**src/lsu_pkg.sv**
```systemverilog
// load/store unit shared types
`default_nettype none

package lsu_pkg;

  ////////////////////
  // widths
  ////////////////////

  localparam int XLEN   = 32;        // data and address width
  localparam int BE_W   = XLEN / 8;  // one enable per byte lane
  localparam int OFFS_W = 2;         // byte offset inside a word

  ////////////////////
  // encodings
  ////////////////////

  // access size as driven by the execute stage
  typedef enum logic [1:0] {
    DT_WORD = 2'b00,
    DT_HALF = 2'b01,
    DT_BYTE = 2'b10   // 2'b11 decodes as a byte as well
  } dtype_e;

  // fill of the upper bits for halfword and byte loads
  typedef enum logic [1:0] {
    EXT_ZERO = 2'b00,
    EXT_SIGN = 2'b01,
    EXT_ONES = 2'b10
  } ext_e;

  ////////////////////
  // writeback control
  ////////////////////

  // one entry per outstanding transaction, 7 bits
  typedef struct packed {
    logic              we;     // store, no load data returned
    dtype_e            dtype;  // access size
    ext_e              ext;    // extension mode
    logic [OFFS_W-1:0] offs;   // byte offset of the access
  } wb_ctrl_t;

endpackage

`default_nettype wire

```
**src/lsu_addr_gen.sv**
```systemverilog
// load/store address generation
`default_nettype none
`timescale 1ns/1ps

module lsu_addr_gen (
  input  wire logic                        clk,             // sampling clock of the check
  input  wire logic                        valid_i,         // request valid from execute
  input  wire logic [lsu_pkg::XLEN-1:0]    operand_a_i,     // base address
  input  wire logic [lsu_pkg::XLEN-1:0]    operand_b_i,     // offset
  input  wire logic                        addr_useincr_i,  // a + b when set, else a
  input  wire logic [1:0]                  dtype_i,         // access size
  input  wire logic [lsu_pkg::XLEN-1:0]    wdata_i,         // store data as in register
  input  wire logic [lsu_pkg::OFFS_W-1:0]  reg_offset_i,    // byte offset inside register
  output logic      [lsu_pkg::XLEN-1:0]    addr_o,
  output logic      [lsu_pkg::BE_W-1:0]    be_o,
  output logic      [lsu_pkg::XLEN-1:0]    wdata_o
);

  logic [lsu_pkg::OFFS_W-1:0] addr_offs;   // low address bits
  logic [lsu_pkg::OFFS_W-1:0] rot_offs;    // lanes to rotate store data by
  logic [lsu_pkg::BE_W-1:0]   be_base;     // enables before shifting to the offset
  logic                       aligned;

  // address adder, plain a for post-increment forms
  assign addr_o    = addr_useincr_i ? (operand_a_i + operand_b_i) : operand_a_i;
  assign addr_offs = addr_o[lsu_pkg::OFFS_W-1:0];

  ////////////////////
  // byte enables
  ////////////////////

  always_comb begin
    case (dtype_i)
      lsu_pkg::DT_WORD: be_base = 4'b1111;
      lsu_pkg::DT_HALF: be_base = 4'b0011;
      default:          be_base = 4'b0001;  // both byte codes
    endcase
  end

  assign be_o = be_base << addr_offs;  // move enables to the addressed lanes

  ////////////////////
  // store data
  ////////////////////

  // register lane vs memory lane, wraps mod 4
  assign rot_offs = addr_offs - reg_offset_i;

  always_comb begin
    case (rot_offs)
      2'b00:   wdata_o = wdata_i;
      2'b01:   wdata_o = {wdata_i[23:0], wdata_i[31:24]};  // rotate left one byte
      2'b10:   wdata_o = {wdata_i[15:0], wdata_i[31:16]};
      default: wdata_o = {wdata_i[7:0],  wdata_i[31:8]};
    endcase
  end

  // words on 4-byte, halfwords on 2-byte boundaries
  always_comb begin
    case (dtype_i)
      lsu_pkg::DT_WORD: aligned = (addr_offs == 2'b00);
      lsu_pkg::DT_HALF: aligned = (addr_offs[0] == 1'b0);
      default:          aligned = 1'b1;
    endcase
  end

  // misaligned accesses would need a second bus phase, not supported
  a_natural_align : assert property (@(posedge clk) valid_i |-> aligned)
    else $error("misaligned access addr=%h type=%b", addr_o, dtype_i);

endmodule

`default_nettype wire

```
**src/lsu_load_align.sv**
```systemverilog
// load data alignment and extension
`default_nettype none
`timescale 1ns/1ps

module lsu_load_align (
  input  wire logic [lsu_pkg::XLEN-1:0] rdata_i,  // raw bus word
  input  wire lsu_pkg::wb_ctrl_t        ctrl_i,   // head of writeback queue
  output logic      [lsu_pkg::XLEN-1:0] rdata_o   // register file value
);

  logic [lsu_pkg::XLEN-1:0] shifted;   // addressed lane moved to bit 0
  logic                     half_msb;
  logic                     byte_msb;
  logic [15:0]              half_fill;
  logic [23:0]              byte_fill;

  // drop the lanes below the access
  assign shifted  = rdata_i >> {ctrl_i.offs, 3'b000};
  assign half_msb = shifted[15];
  assign byte_msb = shifted[7];

  ////////////////////
  // upper bit fill
  ////////////////////

  always_comb begin
    case (ctrl_i.ext)
      lsu_pkg::EXT_ZERO: begin
        half_fill = '0;
        byte_fill = '0;
      end
      lsu_pkg::EXT_ONES: begin
        half_fill = '1;
        byte_fill = '1;
      end
      default: begin  // sign, also the unused code
        half_fill = {16{half_msb}};
        byte_fill = {24{byte_msb}};
      end
    endcase
  end

  ////////////////////
  // size select
  ////////////////////

  always_comb begin
    case (ctrl_i.dtype)
      lsu_pkg::DT_WORD: rdata_o = rdata_i;                     // aligned word as is
      lsu_pkg::DT_HALF: rdata_o = {half_fill, shifted[15:0]};
      default:          rdata_o = {byte_fill, shifted[7:0]};   // 10 and 11
    endcase
  end

endmodule

`default_nettype wire

```
**src/lsu_top.sv**
```systemverilog
// load/store unit top level
`default_nettype none
`timescale 1ns/1ps

module lsu_top #(
  parameter int LSU_DEPTH = 2  // max outstanding bus transactions
) (
  input  wire logic                        clk,
  input  wire logic                        rst_n,

  // execute stage
  input  wire logic                        data_req_ex_i,
  input  wire logic                        data_we_ex_i,
  input  wire logic [1:0]                  data_type_ex_i,      // 00 word, 01 half, 1x byte
  input  wire logic [1:0]                  data_sign_ext_ex_i,  // 00 zero, 01 sign, 10 ones
  input  wire logic [lsu_pkg::XLEN-1:0]    data_wdata_ex_i,
  input  wire logic [lsu_pkg::OFFS_W-1:0]  data_reg_offset_ex_i,
  input  wire logic [lsu_pkg::XLEN-1:0]    operand_a_ex_i,
  input  wire logic [lsu_pkg::XLEN-1:0]    operand_b_ex_i,
  input  wire logic                        addr_useincr_ex_i,

  // data bus
  output logic                             data_req_o,
  input  wire logic                        data_gnt_i,
  output logic      [lsu_pkg::XLEN-1:0]    data_addr_o,
  output logic                             data_we_o,
  output logic      [lsu_pkg::BE_W-1:0]    data_be_o,
  output logic      [lsu_pkg::XLEN-1:0]    data_wdata_o,
  input  wire logic                        data_rvalid_i,
  input  wire logic [lsu_pkg::XLEN-1:0]    data_rdata_i,

  // pipeline handshake and results
  output logic                             lsu_ready_ex_o,
  output logic                             lsu_ready_wb_o,
  output logic                             busy_o,
  output logic      [lsu_pkg::XLEN-1:0]    data_rdata_ex_o,
  output logic                             data_rvalid_ex_o
);

  logic              push;        // accepted on the bus
  logic              fifo_full;
  lsu_pkg::wb_ctrl_t wb_entry;    // control of the access being issued
  lsu_pkg::wb_ctrl_t wb_head;     // control of the oldest outstanding one

  assign data_we_o = data_we_ex_i;

  // offset taken from the generated address rather than the operands
  assign wb_entry = '{we:    data_we_ex_i,
                      dtype: lsu_pkg::dtype_e'(data_type_ex_i),
                      ext:   lsu_pkg::ext_e'(data_sign_ext_ex_i),
                      offs:  data_addr_o[lsu_pkg::OFFS_W-1:0]};

  // only loads report back to writeback
  assign data_rvalid_ex_o = data_rvalid_i && !wb_head.we;

  ////////////////////
  // submodules
  ////////////////////

  lsu_addr_gen addr_gen_inst (
    .clk            (clk),
    .valid_i        (data_req_ex_i),
    .operand_a_i    (operand_a_ex_i),
    .operand_b_i    (operand_b_ex_i),
    .addr_useincr_i (addr_useincr_ex_i),
    .dtype_i        (data_type_ex_i),
    .wdata_i        (data_wdata_ex_i),
    .reg_offset_i   (data_reg_offset_ex_i),
    .addr_o         (data_addr_o),
    .be_o           (data_be_o),
    .wdata_o        (data_wdata_o)
  );

  lsu_txn_ctrl #(.DEPTH(LSU_DEPTH)) txn_ctrl_inst (
    .clk         (clk),
    .rst_n       (rst_n),
    .req_ex_i    (data_req_ex_i),
    .gnt_i       (data_gnt_i),
    .rvalid_i    (data_rvalid_i),
    .fifo_full_i (fifo_full),
    .req_o       (data_req_o),
    .push_o      (push),
    .ready_ex_o  (lsu_ready_ex_o),
    .ready_wb_o  (lsu_ready_wb_o),
    .busy_o      (busy_o)
  );

  lsu_wb_fifo #(.DEPTH(LSU_DEPTH)) wb_fifo_inst (
    .clk     (clk),
    .rst_n   (rst_n),
    .push_i  (push),
    .entry_i (wb_entry),
    .pop_i   (data_rvalid_i),  // responses retire in order
    .head_o  (wb_head),
    .full_o  (fifo_full),
    .empty_o ()
  );

  lsu_load_align load_align_inst (
    .rdata_i (data_rdata_i),
    .ctrl_i  (wb_head),
    .rdata_o (data_rdata_ex_o)
  );

  ////////////////////
  // checks
  ////////////////////

  // stalled address phase keeps request and payload until the grant
  a_req_stable : assert property (
    @(posedge clk) disable iff (!rst_n)
    data_req_o && !data_gnt_i |=> data_req_o &&
      $stable({data_addr_o, data_we_o, data_be_o, data_wdata_o}))
    else $error("bus request changed before grant");

endmodule

`default_nettype wire

```
**src/lsu_txn_ctrl.sv**
```systemverilog
// outstanding transaction control
`default_nettype none
`timescale 1ns/1ps

module lsu_txn_ctrl #(
  parameter int DEPTH = 2  // max outstanding bus transactions
) (
  input  wire logic clk,
  input  wire logic rst_n,
  input  wire logic req_ex_i,     // access pending in execute
  input  wire logic gnt_i,        // bus grant
  input  wire logic rvalid_i,     // bus response
  input  wire logic fifo_full_i,  // no room for another writeback entry
  output logic      req_o,        // bus request
  output logic      push_o,       // request accepted this cycle
  output logic      ready_ex_o,
  output logic      ready_wb_o,
  output logic      busy_o
);

  localparam int CNT_W = $clog2(DEPTH + 1);  // holds 0 .. DEPTH

  logic [CNT_W-1:0] cnt_q;     // outstanding transactions
  logic [CNT_W-1:0] cnt_d;
  logic             cnt_up;
  logic             cnt_down;

  ////////////////////
  // request gating
  ////////////////////

  // request straight from execute as long as there is room, no path from rvalid
  assign req_o  = req_ex_i && (cnt_q < CNT_W'(DEPTH)) && !fifo_full_i;
  assign push_o = req_o && gnt_i;  // address phase done

  // execute may move on once its access is on the bus, or right away if idle
  assign ready_ex_o = !req_ex_i || push_o;

  // writeback waits for the oldest response
  assign ready_wb_o = (cnt_q == '0) || rvalid_i;

  assign busy_o = (cnt_q != '0) || req_o;

  ////////////////////
  // counter
  ////////////////////

  assign cnt_up   = push_o;
  assign cnt_down = rvalid_i;

  always_comb begin
    case ({cnt_up, cnt_down})
      2'b10:   cnt_d = cnt_q + 1'b1;
      2'b01:   cnt_d = cnt_q - 1'b1;
      default: cnt_d = cnt_q;  // idle or accept and retire together
    endcase
  end

  always_ff @(posedge clk or negedge rst_n) begin
    if (!rst_n) begin
      cnt_q <= '0;
    end else begin
      cnt_q <= cnt_d;
    end
  end

  ////////////////////
  // checks
  ////////////////////

  a_cnt_in_range : assert property (
    @(posedge clk) disable iff (!rst_n) cnt_q <= CNT_W'(DEPTH))
    else $error("outstanding count %0d above %0d", cnt_q, DEPTH);

  // a response needs an earlier accepted request
  a_no_spurious_rvalid : assert property (
    @(posedge clk) disable iff (!rst_n) rvalid_i |-> (cnt_q != '0))
    else $error("rvalid without outstanding transaction");

endmodule

`default_nettype wire

```
**src/lsu_wb_fifo.sv**
```systemverilog
// writeback control queue
`default_nettype none
`timescale 1ns/1ps

module lsu_wb_fifo #(
  parameter int DEPTH = 2  // one entry per outstanding transaction
) (
  input  wire logic              clk,
  input  wire logic              rst_n,
  input  wire logic              push_i,   // request accepted on the bus
  input  wire lsu_pkg::wb_ctrl_t entry_i,
  input  wire logic              pop_i,    // response retired
  output lsu_pkg::wb_ctrl_t      head_o,   // oldest entry
  output logic                   full_o,
  output logic                   empty_o
);

  localparam int PTR_W = (DEPTH > 1) ? $clog2(DEPTH) : 1;
  localparam int CNT_W = $clog2(DEPTH + 1);

  lsu_pkg::wb_ctrl_t mem_q [DEPTH];  // entry storage
  logic [PTR_W-1:0]  wr_ptr_q;
  logic [PTR_W-1:0]  rd_ptr_q;
  logic [CNT_W-1:0]  cnt_q;          // filled entries

  // wraps at DEPTH, so non power of two depths work too
  function automatic logic [PTR_W-1:0] ptr_inc(input logic [PTR_W-1:0] ptr);
    return (ptr == PTR_W'(DEPTH - 1)) ? '0 : ptr + 1'b1;
  endfunction

  ////////////////////
  // storage
  ////////////////////

  always_ff @(posedge clk) begin
    if (push_i) begin
      mem_q[wr_ptr_q] <= entry_i;
    end
  end

  assign head_o  = mem_q[rd_ptr_q];
  assign full_o  = (cnt_q == CNT_W'(DEPTH));
  assign empty_o = (cnt_q == '0);

  ////////////////////
  // pointers
  ////////////////////

  always_ff @(posedge clk or negedge rst_n) begin
    if (!rst_n) begin
      wr_ptr_q <= '0;
      rd_ptr_q <= '0;
      cnt_q    <= '0;
    end else begin
      if (push_i) wr_ptr_q <= ptr_inc(wr_ptr_q);
      if (pop_i)  rd_ptr_q <= ptr_inc(rd_ptr_q);
      case ({push_i, pop_i})
        2'b10:   cnt_q <= cnt_q + 1'b1;
        2'b01:   cnt_q <= cnt_q - 1'b1;
        default: cnt_q <= cnt_q;
      endcase
    end
  end

  // each response must match an entry pushed at grant
  a_no_pop_empty : assert property (
    @(posedge clk) disable iff (!rst_n) pop_i |-> !empty_o)
    else $error("writeback queue popped while empty");

endmodule

`default_nettype wire

```
**config.mk**
```make
export PLATFORM = sky130hd
export DESIGN_NAME = lsu_top
export DESIGN_NICKNAME = d
export VERILOG_FILES = /design/src/lsu_pkg.sv /design/src/lsu_addr_gen.sv /design/src/lsu_load_align.sv /design/src/lsu_top.sv /design/src/lsu_txn_ctrl.sv /design/src/lsu_wb_fifo.sv
export SDC_FILE = /design/constraint.sdc
export NUM_CORES = 1
export LEC_CHECK = 0
export BUFFER_PORTS_ARGS = -buffer_cell sky130_fd_sc_hd__buf_2
export CAP_MARGIN = 15
export CELL_PAD_IN_SITES_DETAIL_PLACEMENT = 0
export CELL_PAD_IN_SITES_GLOBAL_PLACEMENT = 1
export CORE_MARGIN = 4
export CORE_UTILIZATION = 32
export CTS_BUF_LIST = sky130_fd_sc_hd__clkbuf_16
export DETAILED_ROUTE_END_ITERATION = 10
export PLACE_DENSITY = 0.95
export SLEW_MARGIN = 20
export SYNTH_ARGS = -nofsm -noshare
export SYNTH_HDL_FRONTEND = slang
export SYNTH_SLANG_ARGS = --single-unit
```
**constraint.sdc**
```tcl
create_clock -name clk -period 3.57 [get_ports clk]
set_clock_uncertainty 0.05 [all_clocks]
set_input_delay 0.5355 -clock clk [delete_from_list [all_inputs] [get_ports clk]]
set_output_delay 0.5355 -clock clk [all_outputs]
set_load 0.05 [all_outputs]
```
Yosys cells after proc, flatten, opt, wreduce, memory -nomap -nowiden
Memories as Yosys holds them, arrays and structs flattened.
Index checks and enable logic that the tools add are counted.
{ "totals": {"regBits": 6, "ramBits": 14, "in_bits": 141, "output_inout_bits": 106, "elab_cells": 53, "memories": 1} }
{ "op_classes": {"add_sub_neg": 8, "magnitude_cmp": 1, "n_eq_ne": 8, "n_shift": 2, "n_mux": 12, "reduce_logical": 17} }
{ "memory_table": {"columns": ["memory", "depth", "word_bits", "rd", "rd_clocked_by_memory_dff", "write_ports", "line_no", "source"], "rows": [
  ["wb_fifo_inst.mem_q", 2, 7, 1, 0, 1, "lsu_wb_fifo.sv:21", "lsu_pkg::wb_ctrl_t mem_q [DEPTH];"]
]} }
{ "ops": {"columns": ["operator", "n"], "rows": [
  ["32-bit one-hot mux with 3 select lines", 1],
  ["32-bit one-hot mux with 2 select lines", 1],
  ["24-bit one-hot mux with 2 select lines", 1],
  ["32-bit adder", 1],
  ["32-bit two-way mux", 1],
  ["16-bit one-hot mux with 2 select lines", 1],
  ["32-bit by 5-bit right shift with 16-bit output", 1],
  ["2-bit zero test", 5],
  ["2-bit by 1-bit == test with 1-bit output (second input constant)", 4],
  ["2-bit == test (second input constant)", 4],
  ["2-bit one-hot mux with 2 select lines", 2],
  ["4-bit one-hot mux with 2 select lines", 1],
  ["2-bit by 1-bit adder with 2-bit output (second input constant)", 2],
  ["1-bit logical AND", 4],
  ["1-bit two-way mux", 4],
  ["2-bit nonzero test", 2],
  ["4-bit by 2-bit left shift with 4-bit output", 1],
  ["2-bit by 1-bit subtractor with 2-bit output (second input constant)", 2],
  ["1-bit zero test", 3],
  ["1-bit logical OR", 3],
  ["1-bit adder (second input constant)", 2],
  ["2-bit less-than comparator (second input constant)", 1],
  ["2-bit subtractor", 1]
]} }

Depth between registers and ports, before layout
Gate-level depths: netlist of the first run.
{ "depth": {"depth_word": 6, "ltp_mapped": 11, "ltp_nobuf": 11} }

Modules after synthesis
From an unflattened synthesis of the first run, not the netlist that was laid out.
{ "unflattened": {"cells_unflattened": 568, "hier_area_um2": 4640.7} }
{ "modules_own_cells": {"columns": ["mod", "instances", "cells_each", "area_each_um2", "seq_area_each_um2"], "rows": [
  ["lsu_addr_gen", 1, 384, 2954.1, 0.0],
  ["lsu_load_align", 1, 127, 832.0, 0.0],
  ["lsu_wb_fifo", 1, 38, 690.7, 520.5],
  ["lsu_txn_ctrl", 1, 17, 142.6, 50.0],
  ["lsu_top", 1, 2, 21.3, 0.0]
]} }

Worst setup path after synthesis of the first run
Ideal clock, no wire load.
{ "synth_path": {"kind": "input to output", "start": "in operand_a_ex_i[0] (netlist bit)", "end": "out data_addr_o[24] (netlist bit)", "arrival_time_ns": 3.390, "required_time_ns": 2.984, "slack_ns": -0.406, "cell_stages": 11, "path_buffers": 0, "cell_sequence": "ha_1 inv_1 fa_1 nand2b_1 a21oi_1 o41ai_2 a21o_1 a21oi_1 o21a_1 o21a_1 o31ai_1"} }
{ "synth_via": {"elab_chain_len": 2} }
{ "synth_lines": {"columns": ["item", "line_no", "source"], "rows": [
  ["start: declaration", "lsu_top.sv:18", "input wire logic [lsu_pkg::XLEN-1:0] operand_a_ex_i,"],
  ["32-bit adder", "lsu_addr_gen.sv:25", "assign addr_o = addr_useincr_i ? (operand_a_i + operand_b_i) : operand_a_i;"],
  ["32-bit two-way mux", "lsu_addr_gen.sv:25", null],
  ["end: declaration", "lsu_top.sv:25", "output logic [lsu_pkg::XLEN-1:0] data_addr_o,"]
]} }
Every way passes these cells.

Final worst setup path of the first run
{ "layout_path": {"start": "in operand_a_ex_i[0] (netlist bit)", "end": "out data_wdata_o[7] (netlist bit)"} }
{ "layout_via": {"elab_chain_len": 5, "word_cells_on_any_way": 7, "classes_between": "add/sub (2); eq/ne (2); mux (2); reduce/logical (1)"} }
{ "layout_lines": {"columns": ["item", "line_no", "source"], "rows": [
  ["32-bit adder", "lsu_addr_gen.sv:25", null],
  ["32-bit two-way mux *", "lsu_addr_gen.sv:25", null],
  ["2-bit subtractor *", "lsu_addr_gen.sv:47", "assign rot_offs = addr_offs - reg_offset_i;"],
  ["2-bit == test (tied with other cells)", "lsu_addr_gen.sv:50", "case (rot_offs)"],
  ["32-bit one-hot mux with 3 select lines *", "lsu_addr_gen.sv:50", null],
  ["end: declaration", "lsu_top.sv:28", "output logic [lsu_pkg::XLEN-1:0] data_wdata_o,"]
]} }
Mark *: on every way between the ends. The rest lies on a longest branch, timed or not.

==> impl_metrics.ini, run 1 <==
[run_status]
status = finished, final reports clean

[synth]
synth_area_leaders = mux2i_1, edfxtp_1, ha_1
ys_ff_latch = 20
yosysMostFrequentCell = mux2i_1
synth_nets = 723
syn_avg_cell_area_sq_um = 8.07
seq_area_frac_synth_pct = 12.9
ys.flop_type = edfxtp_1
synth_edf_count = 14
synth_cell_types = 75
synthTopCellsByCount = mux2i_1, nor2_1, a21oi_1
synth_top_area_share_pct = 17.7
async_reset_ff_share_pct = 30.0
netlist_instances = 548
syn-cell-area_sq_um = 4420
yosys.area.top_type = mux2i_1
yosysWarnings = 0

[clocking]
cts_tree = done
clock_sinks = 20
cts_setup_buffers = 0
cts.clk_slew.worst_paths_ps = 50
htreeDepth = 1
cts_buffer_depth = 2
clk-insertion-delay-late_ps = 250
cts-root-buf = clkbuf_16
cts_buffers = 3
hold_buffers = 0

[placement]
dp_hpwl_microns = 12500
routabilityCongestion = 0.885
io_buffer_count = 246
postPlaceCellArea_sq_um = 6320

[critical_path]
rr_startpoint = wb_fifo_inst.cnt_q[1]
critPathRequiredTime_ps = 2980
timing.rr.end = wb_fifo_inst.mem_q[0][0]
crit_arrival_ps = 2870
worstRegToRegCells = 5
cp-endpoint = data_wdata_o[7]
crit_path_start = operand_a_ex_i[0]
start_kind = input port
crit_type = input port to output port
cp_max_fo = 16
r2r_slack_ps = 1770
cp-end-kind = output port

[floorplanning]
die_h_microns = 126
core-area_sq_um = 13400
die_w_microns = 126
dieArea_sq_um = 15800
num_rows = 42
ioPinCount = 247
initial_core_util_pct = 33.0

[timing]
layout_worst_path_cycle_share_pct = 96.8
finalHoldViolCount = 0
post-route-min-period_ps = 3460
max_freq_mhz = 289
slew_violations = 0
grt_setup_unrepaired = yes
worst_pin_slew_ps = 716
setup_viol = 0
max_slew_margin_pct = 50.9

[grt]
track_usage_pct = 17.5
grt_pass1_wl_microns = 23900
use_met1_pct = 21.0
grt_pass1_vias = 5050
overflow = 0
grt_max_degree = 45
grt_antenna_before_repair = 0
grt_use_met3_pct = 2.17
grtUsageMet2_pct = 33.4
grt.busiest_layer = met2

[routing]
wl_per_cell_microns = 15.1
drt_iter0_drc = 157
num_vias = 5146
wirelength_microns = 14800
vias_per_cell = 5.22
route.detailed.drc = 0
first_pass_iters = 5
ant_nets = 0

[pwr]
ir_drop_mv = 0.262
fin_total_pwr_w = 0.00408
p_per_area_nw_per_um2 = 627
power.leakage_nw = 3.19

[min_path]
min_path_type = input port to async pin

[flow_run]
cap_viol_max_count = 0

[layout]
fin_util_pct = 48.6
finalInstanceArea_sq_um = 6510
layout.nets = 985
antenna_cells = 0
drive_gt1_share_pct = 47.0
syn2layout_area_growth_pct = 47.2
[cells in the final DEF, fill, tap and decap left out, types with 6 or more instances in the layout]
cell      netlist  routed
xor2_1         13      13
a21oi_1        40      37
nor3_1          6       6
o21a_1         10      10
inv_1          22      22
edfxtp_1       14      14
nand3_1         8       8
xnor2_1        17      17
nand2_1        39      39
a21o_1         27      27
a221o_1         9       9
buf_4           6      40
nor2_1         61      60
o21ai_0        17      16
mux2_2         21      21
mux2i_1        78      44
o22ai_1         7       7
buf_2           1     235
dfrtp_1         6       6
mux2i_4         0      15
mux2i_2         0      19
nand4_1         6       6
ha_1           33      29
[worst min-delay path by stage]
stage | cells after the start | from | slack (ps) | to
2_1_floorplan | 0 | rst_n | 190 | txn_ctrl_inst.cnt_q[0]
3_3_place_gp | 1 | rst_n | 310 | wb_fifo_inst.rd_ptr_q
3_5_place_dp | 1 | rst_n | 320 | wb_fifo_inst.wr_ptr_q
4_1_cts | 1 | rst_n | 50 | wb_fifo_inst.wr_ptr_q
5_1_grt | 1 | rst_n | 50 | wb_fifo_inst.wr_ptr_q
6_report | 1 | rst_n | 50 | wb_fifo_inst.wr_ptr_q
[registers in the layout (all words and copies together), names as in the netlist]
| register | cells |
|---|---|
| wb_fifo_inst.mem_q | 14 |
| txn_ctrl_inst.cnt_q | 2 |
| wb_fifo_inst.cnt_q | 2 |
| wb_fifo_inst.rd_ptr_q | 1 |
| wb_fifo_inst.wr_ptr_q | 1 |
[critical path: stages]
cell	delay (ps)
buf_2	110
ha_2	270
mux2i_2	340
ha_4	190
xnor2_1	220
xnor2_2	180
buf_12	200
mux2i_1	420
mux2i_1	150
buf_2	240
[layer usage]
metal | wire length [microns] | vias to the layer above
met5 | 0 | -
met3 | 895 | 12
met4 | 247 | 0
li1 | - | 2584
met2 | 7640 | 168
met1 | 6050 | 2382
[stage by stage]
stage | cells | hold slack (ps) | setup TNS [ps] | worst slack [ps]
global placement | 981 | 313 | -0.276 | -0.276
global route | 985 | 47.4 | -62.3 | -29.6
CTS | 985 | 49.9 | -4.34 | -4.34
finish | 985 | 50.2 | 0 | 113
detailed placement | 981 | 315 | -373 | -83.9
floorplan | 548 | 190 | -2360 | -183
[cell families (layout without fill, tap and decap cells)]
group,after synthesis,count (layout),share of synthesized area (%)
simple gates,147,147,15.1
fa+ha+maj,34,34,9.79
xor+xnor,32,32,6.68
mux,99,99,23.0
buf+inv,48,309,5.26
flops,20,20,12.9
compound gates,168,168,27.3
[where the power goes]
group | internal [W] | total [W] | switching (W) | leakage (nW)
Clock | 0.000222 | 0.000297 | 0.0000752 | 0.0511
Sequential | 0.000305 | 0.000346 | 0.0000412 | 0.197
Combinational | 0.00107 | 0.00344 | 0.00237 | 2.94
[cell type report]
type	count	area [sq um]
Clock buffer	3	75.1
Clock inverter	1	30.0
Fill cell	1331	6890
Inverter	23	86.3
Multi-Input combinational cell	480	3960
Sequential cell	20	571
Tap cell	176	220
Timing Repair Buffer	282	1570
[what timing repair did]
action	in CTS	in global routing
resized for setup	8	21
endpoints found under the setup margin	28	31
pin swaps	0	2
Power figures use the tool's default switching activity.
==> run 2, diff against run 1 <==
--- a/config.mk
+++ b/config.mk
@@ -16,3 +16,2 @@
 export PLACE_DENSITY = 0.95
-export SLEW_MARGIN = 20
 export SYNTH_ARGS = -nofsm -noshare
--- a/constraint.sdc
+++ b/constraint.sdc
@@ -4,2 +4,2 @@
 set_output_delay 0.5355 -clock clk [all_outputs]
-set_load 0.05 [all_outputs]
+set_load 0.01 [all_outputs]
==> run 2 against run 1 <==
  * Fmax up 0.66%
  * First-iteration DRC count increased by 8.3%
  * Non-clock buffer count fell by 21
  * Total power shrank 35%
  * Sequential cell count is the same
  * Sequential power grew 2%
  * Register-to-register slack got worse by 20 ps
  * Critical path type unchanged
  * Largest power group unchanged
  * Highest routed layer unchanged
==> impl_metrics.ini, run 2 (synthesis results as in run 1) <==
[critical_path]
worstRegToRegCells = 5
cp-end-kind = output port
rr_startpoint = wb_fifo_inst.cnt_q[1]
critPathRequiredTime_ps = 2980
timing.rr.end = wb_fifo_inst.mem_q[0][0]
path_delay_family = compound AO/OA/AOI/OAI gates
cp_max_fo = 7
cpMostUsedCell = buf_2
max_stage_delay_ps = 420
r2r_slack_ps = 1750
cp_slowest_cell = or3_1
path_cells = buf_2 > ha_2 > nand4_1 > o221a_2 > or3_1 > o2111ai_4 > and3_4 > o31ai_2 > a211oi_2 > a311o_1 > buf_2
cp-endpoint = data_addr_o[29]
start_kind = input port
crit_arrival_ps = 2850
crit_path_start = operand_a_ex_i[10]
crit_type = input port to output port
path_buf_inv = 2
cp.depth = 11

[min_path]
min_path_type = input port to async pin

[layout]
largest_register = wb_fifo_inst.mem_q
drive_gt1_share_pct = 40.9
largestRegisters = wb_fifo_inst.mem_q: 14 flops, txn_ctrl_inst.cnt_q: 2 flops, wb_fifo_inst.cnt_q: 2 flops
largest_reg_flops = 14
fin_util_pct = 44.9
final_cell_mix = buf_2, mux2i_1, nor2_1
antenna_cells = 0
syn2layout_area_growth_pct = 35.9
finalInstanceArea_sq_um = 6010
layout.nets = 964
final_cells = 964
layout_commonest_cell = buf_2

[placement]
postPlaceCellArea_sq_um = 5870
routabilityCongestion = 0.865
dp_cells = 960
dp_hpwl_microns = 12700
io_buffer_count = 246

[grt]
track_usage_pct = 17.6
grt_max_degree = 45
grt_antenna_before_repair = 0
overflow = 0
grt_pass1_vias = 4899
grt_pass1_wl_microns = 23700

[clocking]
cts.clk_slew.worst_paths_ps = 50
cts_buffer_depth = 2
cts_setup_buffers = 0
cts_buffers = 3
htreeDepth = 1
cts_tree = done
clock_sinks = 20
clk-insertion-delay-late_ps = 250
cts-root-buf = clkbuf_16

[routing]
ant_nets = 0
first_pass_iters = 4
num_vias = 5112
vias_per_cell = 5.30
wl_per_cell_microns = 15.7
wirelength_microns = 15100
route.detailed.drc = 0
drt_iter0_drc = 170

[floorplanning]
core-area_sq_um = 13400
die_h_microns = 126
initial_core_util_pct = 33.0
dieArea_sq_um = 15800
num_rows = 42
die_w_microns = 126
ioPinCount = 247

[flow_run]
cap_viol_max_count = 0

[timing]
setup_tns_ps = 0
setup_viol = 0
max_slew_margin_pct = 50.5
finalHoldViolCount = 0
post-route-min-period_ps = 3430
slew_violations = 0
worst_pin_slew_ps = 722
layout_worst_path_cycle_share_pct = 96.2
max_freq_mhz = 291

[run_status]
status = finished, final reports clean

[pwr]
ir_drop_mv = 0.191
power.leakage_nw = 3.08
p_per_area_nw_per_um2 = 441
-- run 2: cell count changes in the layout (fill, tap and decap cells not counted), moves of 2 or more --
cell,change
buf_4,-27
clkbuf_4,-3
ha_1,-3
o31ai_1,+2
mux2i_4,-15
ha_2,+4
o31ai_2,-2
mux2i_2,-18
mux2i_1,+33
buf_2,+11
-- run 2: area by class of cell --
| class | count | area, sq um |
|---|---|---|
| Inverter | 23 | 86.3 |
| Tap cell | 176 | 220 |
| Clock inverter | 1 | 3.75 |
| Sequential cell | 20 | 571 |
| Timing Repair Buffer | 261 | 1370 |
| Multi-Input combinational cell | 480 | 3690 |
| Clock buffer | 3 | 75.1 |
| Fill cell | 1364 | 7390 |
-- run 2: worst min-delay path by stage --
| stage | start | to | depth (start not counted) |
|---|---|---|---|
| after floorplan | rst_n | txn_ctrl_inst.cnt_q[0] | 0 |
| after global placement | rst_n | wb_fifo_inst.wr_ptr_q | 1 |
| after detailed placement | rst_n | wb_fifo_inst.cnt_q[1] | 1 |
| after CTS | rst_n | wb_fifo_inst.wr_ptr_q | 1 |
| after global routing | rst_n | wb_fifo_inst.cnt_q[1] | 1 |
| final | rst_n | wb_fifo_inst.cnt_q[1] | 1 |
-- run 2: power breakdown --
| group | switching (W) | leakage [nW] | internal (W) |
|---|---|---|---|
| logic | 0.00114 | 2.85 | 0.000935 |
| clock network | 0.0000791 | 0.0385 | 0.000149 |
| registers | 0.0000484 | 0.197 | 0.000304 |
| total | 0.00126 | 3.08 | 0.00139 |
-- run 2: timing repair --
action | CTS | global route
endpoints found under the setup margin | 1 | 8
gates resized for setup | 1 | 14
pin swaps | 0 | 4
hold buffers | 0 | 0
-- run 2: stage by stage --
step | power, W | hold WS, ps | setup WS [ps]
floorplan | 0.00170 | 190 | 403
global placement | 0.00240 | 316 | 56.0
detailed placement | 0.00242 | 321 | -10.5
CTS | 0.00266 | 46.1 | 44.2
global route | 0.00287 | 52.0 | -2.32
finish | 0.00265 | 51.4 | 135
-- run 2: per-layer routing --
layer	routed length, microns	track usage [%]	up-vias
li1	-	-	2544
met1	6240	21.5	2325
met2	7300	31.6	217
met3	1150	2.69	26
met4	434	5.74	0
met5	0	0	-
==> run 3, diff against run 2 <==
CORE_UTILIZATION = 33   (was 32)
SYNTH_HIERARCHICAL = 1   (was not set)
==> run 3 against run 2 <==
  * Fmax down 0.68%
  * Final area up 6.8%
  * First-iteration DRC count up 26%
  * Worst setup slack worse by 24 ps
  * Die area up 1.6%
  * Register-to-register slack worse by 300 ps
  * Combinational power up 10%
  * Non-clock buffer count up 23
  * Hold slack worse by 5.2 ps
  * Critical endpoint unchanged
==> impl_metrics.ini, run 3 <==
[routing]
route.detailed.drc = 0
ant_nets = 0
num_vias = 5364
first_pass_iters = 5
vias_per_cell = 5.37
wl_per_cell_microns = 15.9
drt_iter0_drc = 214
wirelength_microns = 15900

[floorplanning]
ioPinCount = 247
die_w_microns = 127
num_rows = 43
initial_core_util_pct = 33.5
core-area_sq_um = 13800
dieArea_sq_um = 16000
die_h_microns = 127

[clocking]
cts_tree = done
cts_setup_buffers = 0
htreeDepth = 1
clock_sinks = 20
cts_buffer_depth = 2
cts.clk_slew.worst_paths_ps = 50
cts-root-buf = clkbuf_16
cts_buffers = 3
hold_buffers = 0
clk-insertion-delay-late_ps = 250

[synth]
synth_nets = 743
yosysWarnings = 6
netlist_instances = 567
syn-cell-area_sq_um = 4640
syn_avg_cell_area_sq_um = 8.18

[placement]
routabilityCongestion = 0.910
postPlaceCellArea_sq_um = 6220
post-place-ws_ps = -117
io_buffer_count = 246
dp_hpwl_microns = 13500

[critical_path]
crit_path_start = operand_a_ex_i[8]
path_delay_family = compound AO/OA/AOI/OAI gates
path_cells = buf_2 > ha_2 > buf_4 > nand2_1 > buf_4 > nor4_4 > o21ai_2 > a2111oi_4 > o31ai_1 > xnor2_1 > mux2_2 > buf_2
start_kind = input port
path_buf_inv = 4
cp-end-kind = output port
cp_max_fo = 5
max_stage_delay_ps = 370
critPathRequiredTime_ps = 2980
rr_startpoint = wb_fifo_inst/cnt_q[0]
cp_slowest_cell = a2111oi_4
crit_arrival_ps = 2870
crit_type = input port to output port

[layout]
largest_reg_flops = 14
finalInstanceArea_sq_um = 6420
drive_gt1_share_pct = 44.3
layout.nets = 996
antenna_cells = 0
syn2layout_area_growth_pct = 38.5
largest_register = wb_fifo_inst/mem_q
final_cell_mix = buf_2, mux2i_1, nor2_1
largestRegisters = wb_fifo_inst/mem_q: 14 flops, txn_ctrl_inst/cnt_q: 2 flops, wb_fifo_inst/cnt_q: 2 flops
layout_commonest_cell = buf_2

[min_path]
min_path_type = input port to async pin

[grt]
grt_antenna_before_repair = 1
overflow = 0
grt_max_degree = 35
grt_pass1_wl_microns = 25400
track_usage_pct = 18.6
grt_pass1_vias = 5236

[timing]
post-route-min-period_ps = 3460
grt_setup_unrepaired = yes
hold_ws_ps = 46.1
max_slew_margin_pct = 49.4
max_freq_mhz = 289
slew_violations = 0
layout_worst_path_cycle_share_pct = 96.9
worst_pin_slew_ps = 759
finalWorstSetupSlack_ps = 112
finalHoldViolCount = 0
setup_viol = 0

[pwr]
power.leakage_nw = 3.16
p_per_area_nw_per_um2 = 445
ir_drop_mv = 0.238
fin_total_pwr_w = 0.00286

[run_status]
status = finished, final reports clean

[flow_run]
cap_viol_max_count = 0
## run 3: cell types whose count changed in the layout (fill, tap and decap cells not counted), sizes merged, moves of 9 or more
cell	previous run	this run
buf	261	284
mux2	21	40
nand2	40	25
mux2i	78	64
nor2b	1	14
o22ai	8	21
a21o	28	18
nor2	61	51
a221o	9	0
a31oi	5	14
## run 3: stage by stage
stage	std cells	setup TNS [ps]	util, %
finish	999	0	46.4
detailed placement	995	-156	45.0
global route	999	-32.2	46.4
global placement	995	-101	45.0
CTS	999	-41.5	45.7
floorplan	567	0	-
## run 3: path summary, 6_finish.rpt
kind,end,slack [ps],depth (start not counted)
min in group clk,wb_fifo_inst/cnt_q[1],420,1
max in group asynchronous,wb_fifo_inst/cnt_q[1],3280,1
worst min-delay path,txn_ctrl_inst/cnt_q[0],50,1
worst min register to register,wb_fifo_inst/cnt_q[1],420,1
worst max-delay path,data_addr_o[29],110,12
worst max register to register,wb_fifo_inst/mem_q[0][1],1450,6
## run 3: what timing repair did
| item | in CTS | in global routing |
|---|---|---|
| cloned | 0 | 0 |
| setup endpoints to repair | 3 | 44 |
| pin swaps | 0 | 3 |
| hold endpoints to repair | 0 | 0 |
| resized for setup | 3 | 23 |
## run 3: per-layer routing
metal,vias to the layer above,GRT usage (%),routed length [microns]
met5,-,0,13
met4,2,3.60,225
met3,17,2.44,1120
met2,218,33.2,7780
met1,2478,24.0,6760
li1,2649,-,-
## run 3: area by class of cell
| class | count | area (sq um) |
|---|---|---|
| Clock inverter | 1 | 3.75 |
| Tap cell | 180 | 225 |
| Inverter | 19 | 71.3 |
| Clock buffer | 3 | 75.1 |
| Fill cell | 1388 | 7410 |
| Timing Repair Buffer | 284 | 1540 |
| Multi-Input combinational cell | 492 | 3930 |
| Sequential cell | 20 | 571 |
## run 3: report_power, final
| part | leakage [nW] | internal, W | switching [W] | total [W] |
|---|---|---|---|---|
| combinational | 2.92 | 0.00102 | 0.00126 | 0.00228 |
| clock | 0.0385 | 0.000149 | 0.0000786 | 0.000228 |
| sequential | 0.197 | 0.000305 | 0.0000493 | 0.000354 |
| total | 3.16 | 0.00147 | 0.00139 | 0.00286 |
## run 3: worst reg2reg max path, stage by stage (launching register included)
cell and delay (ps):
dfrtp_1 390, and2b_2 250, nand2b_1 150, or2_1 240, inv_2 80, inv_1 50
nor2_1 540
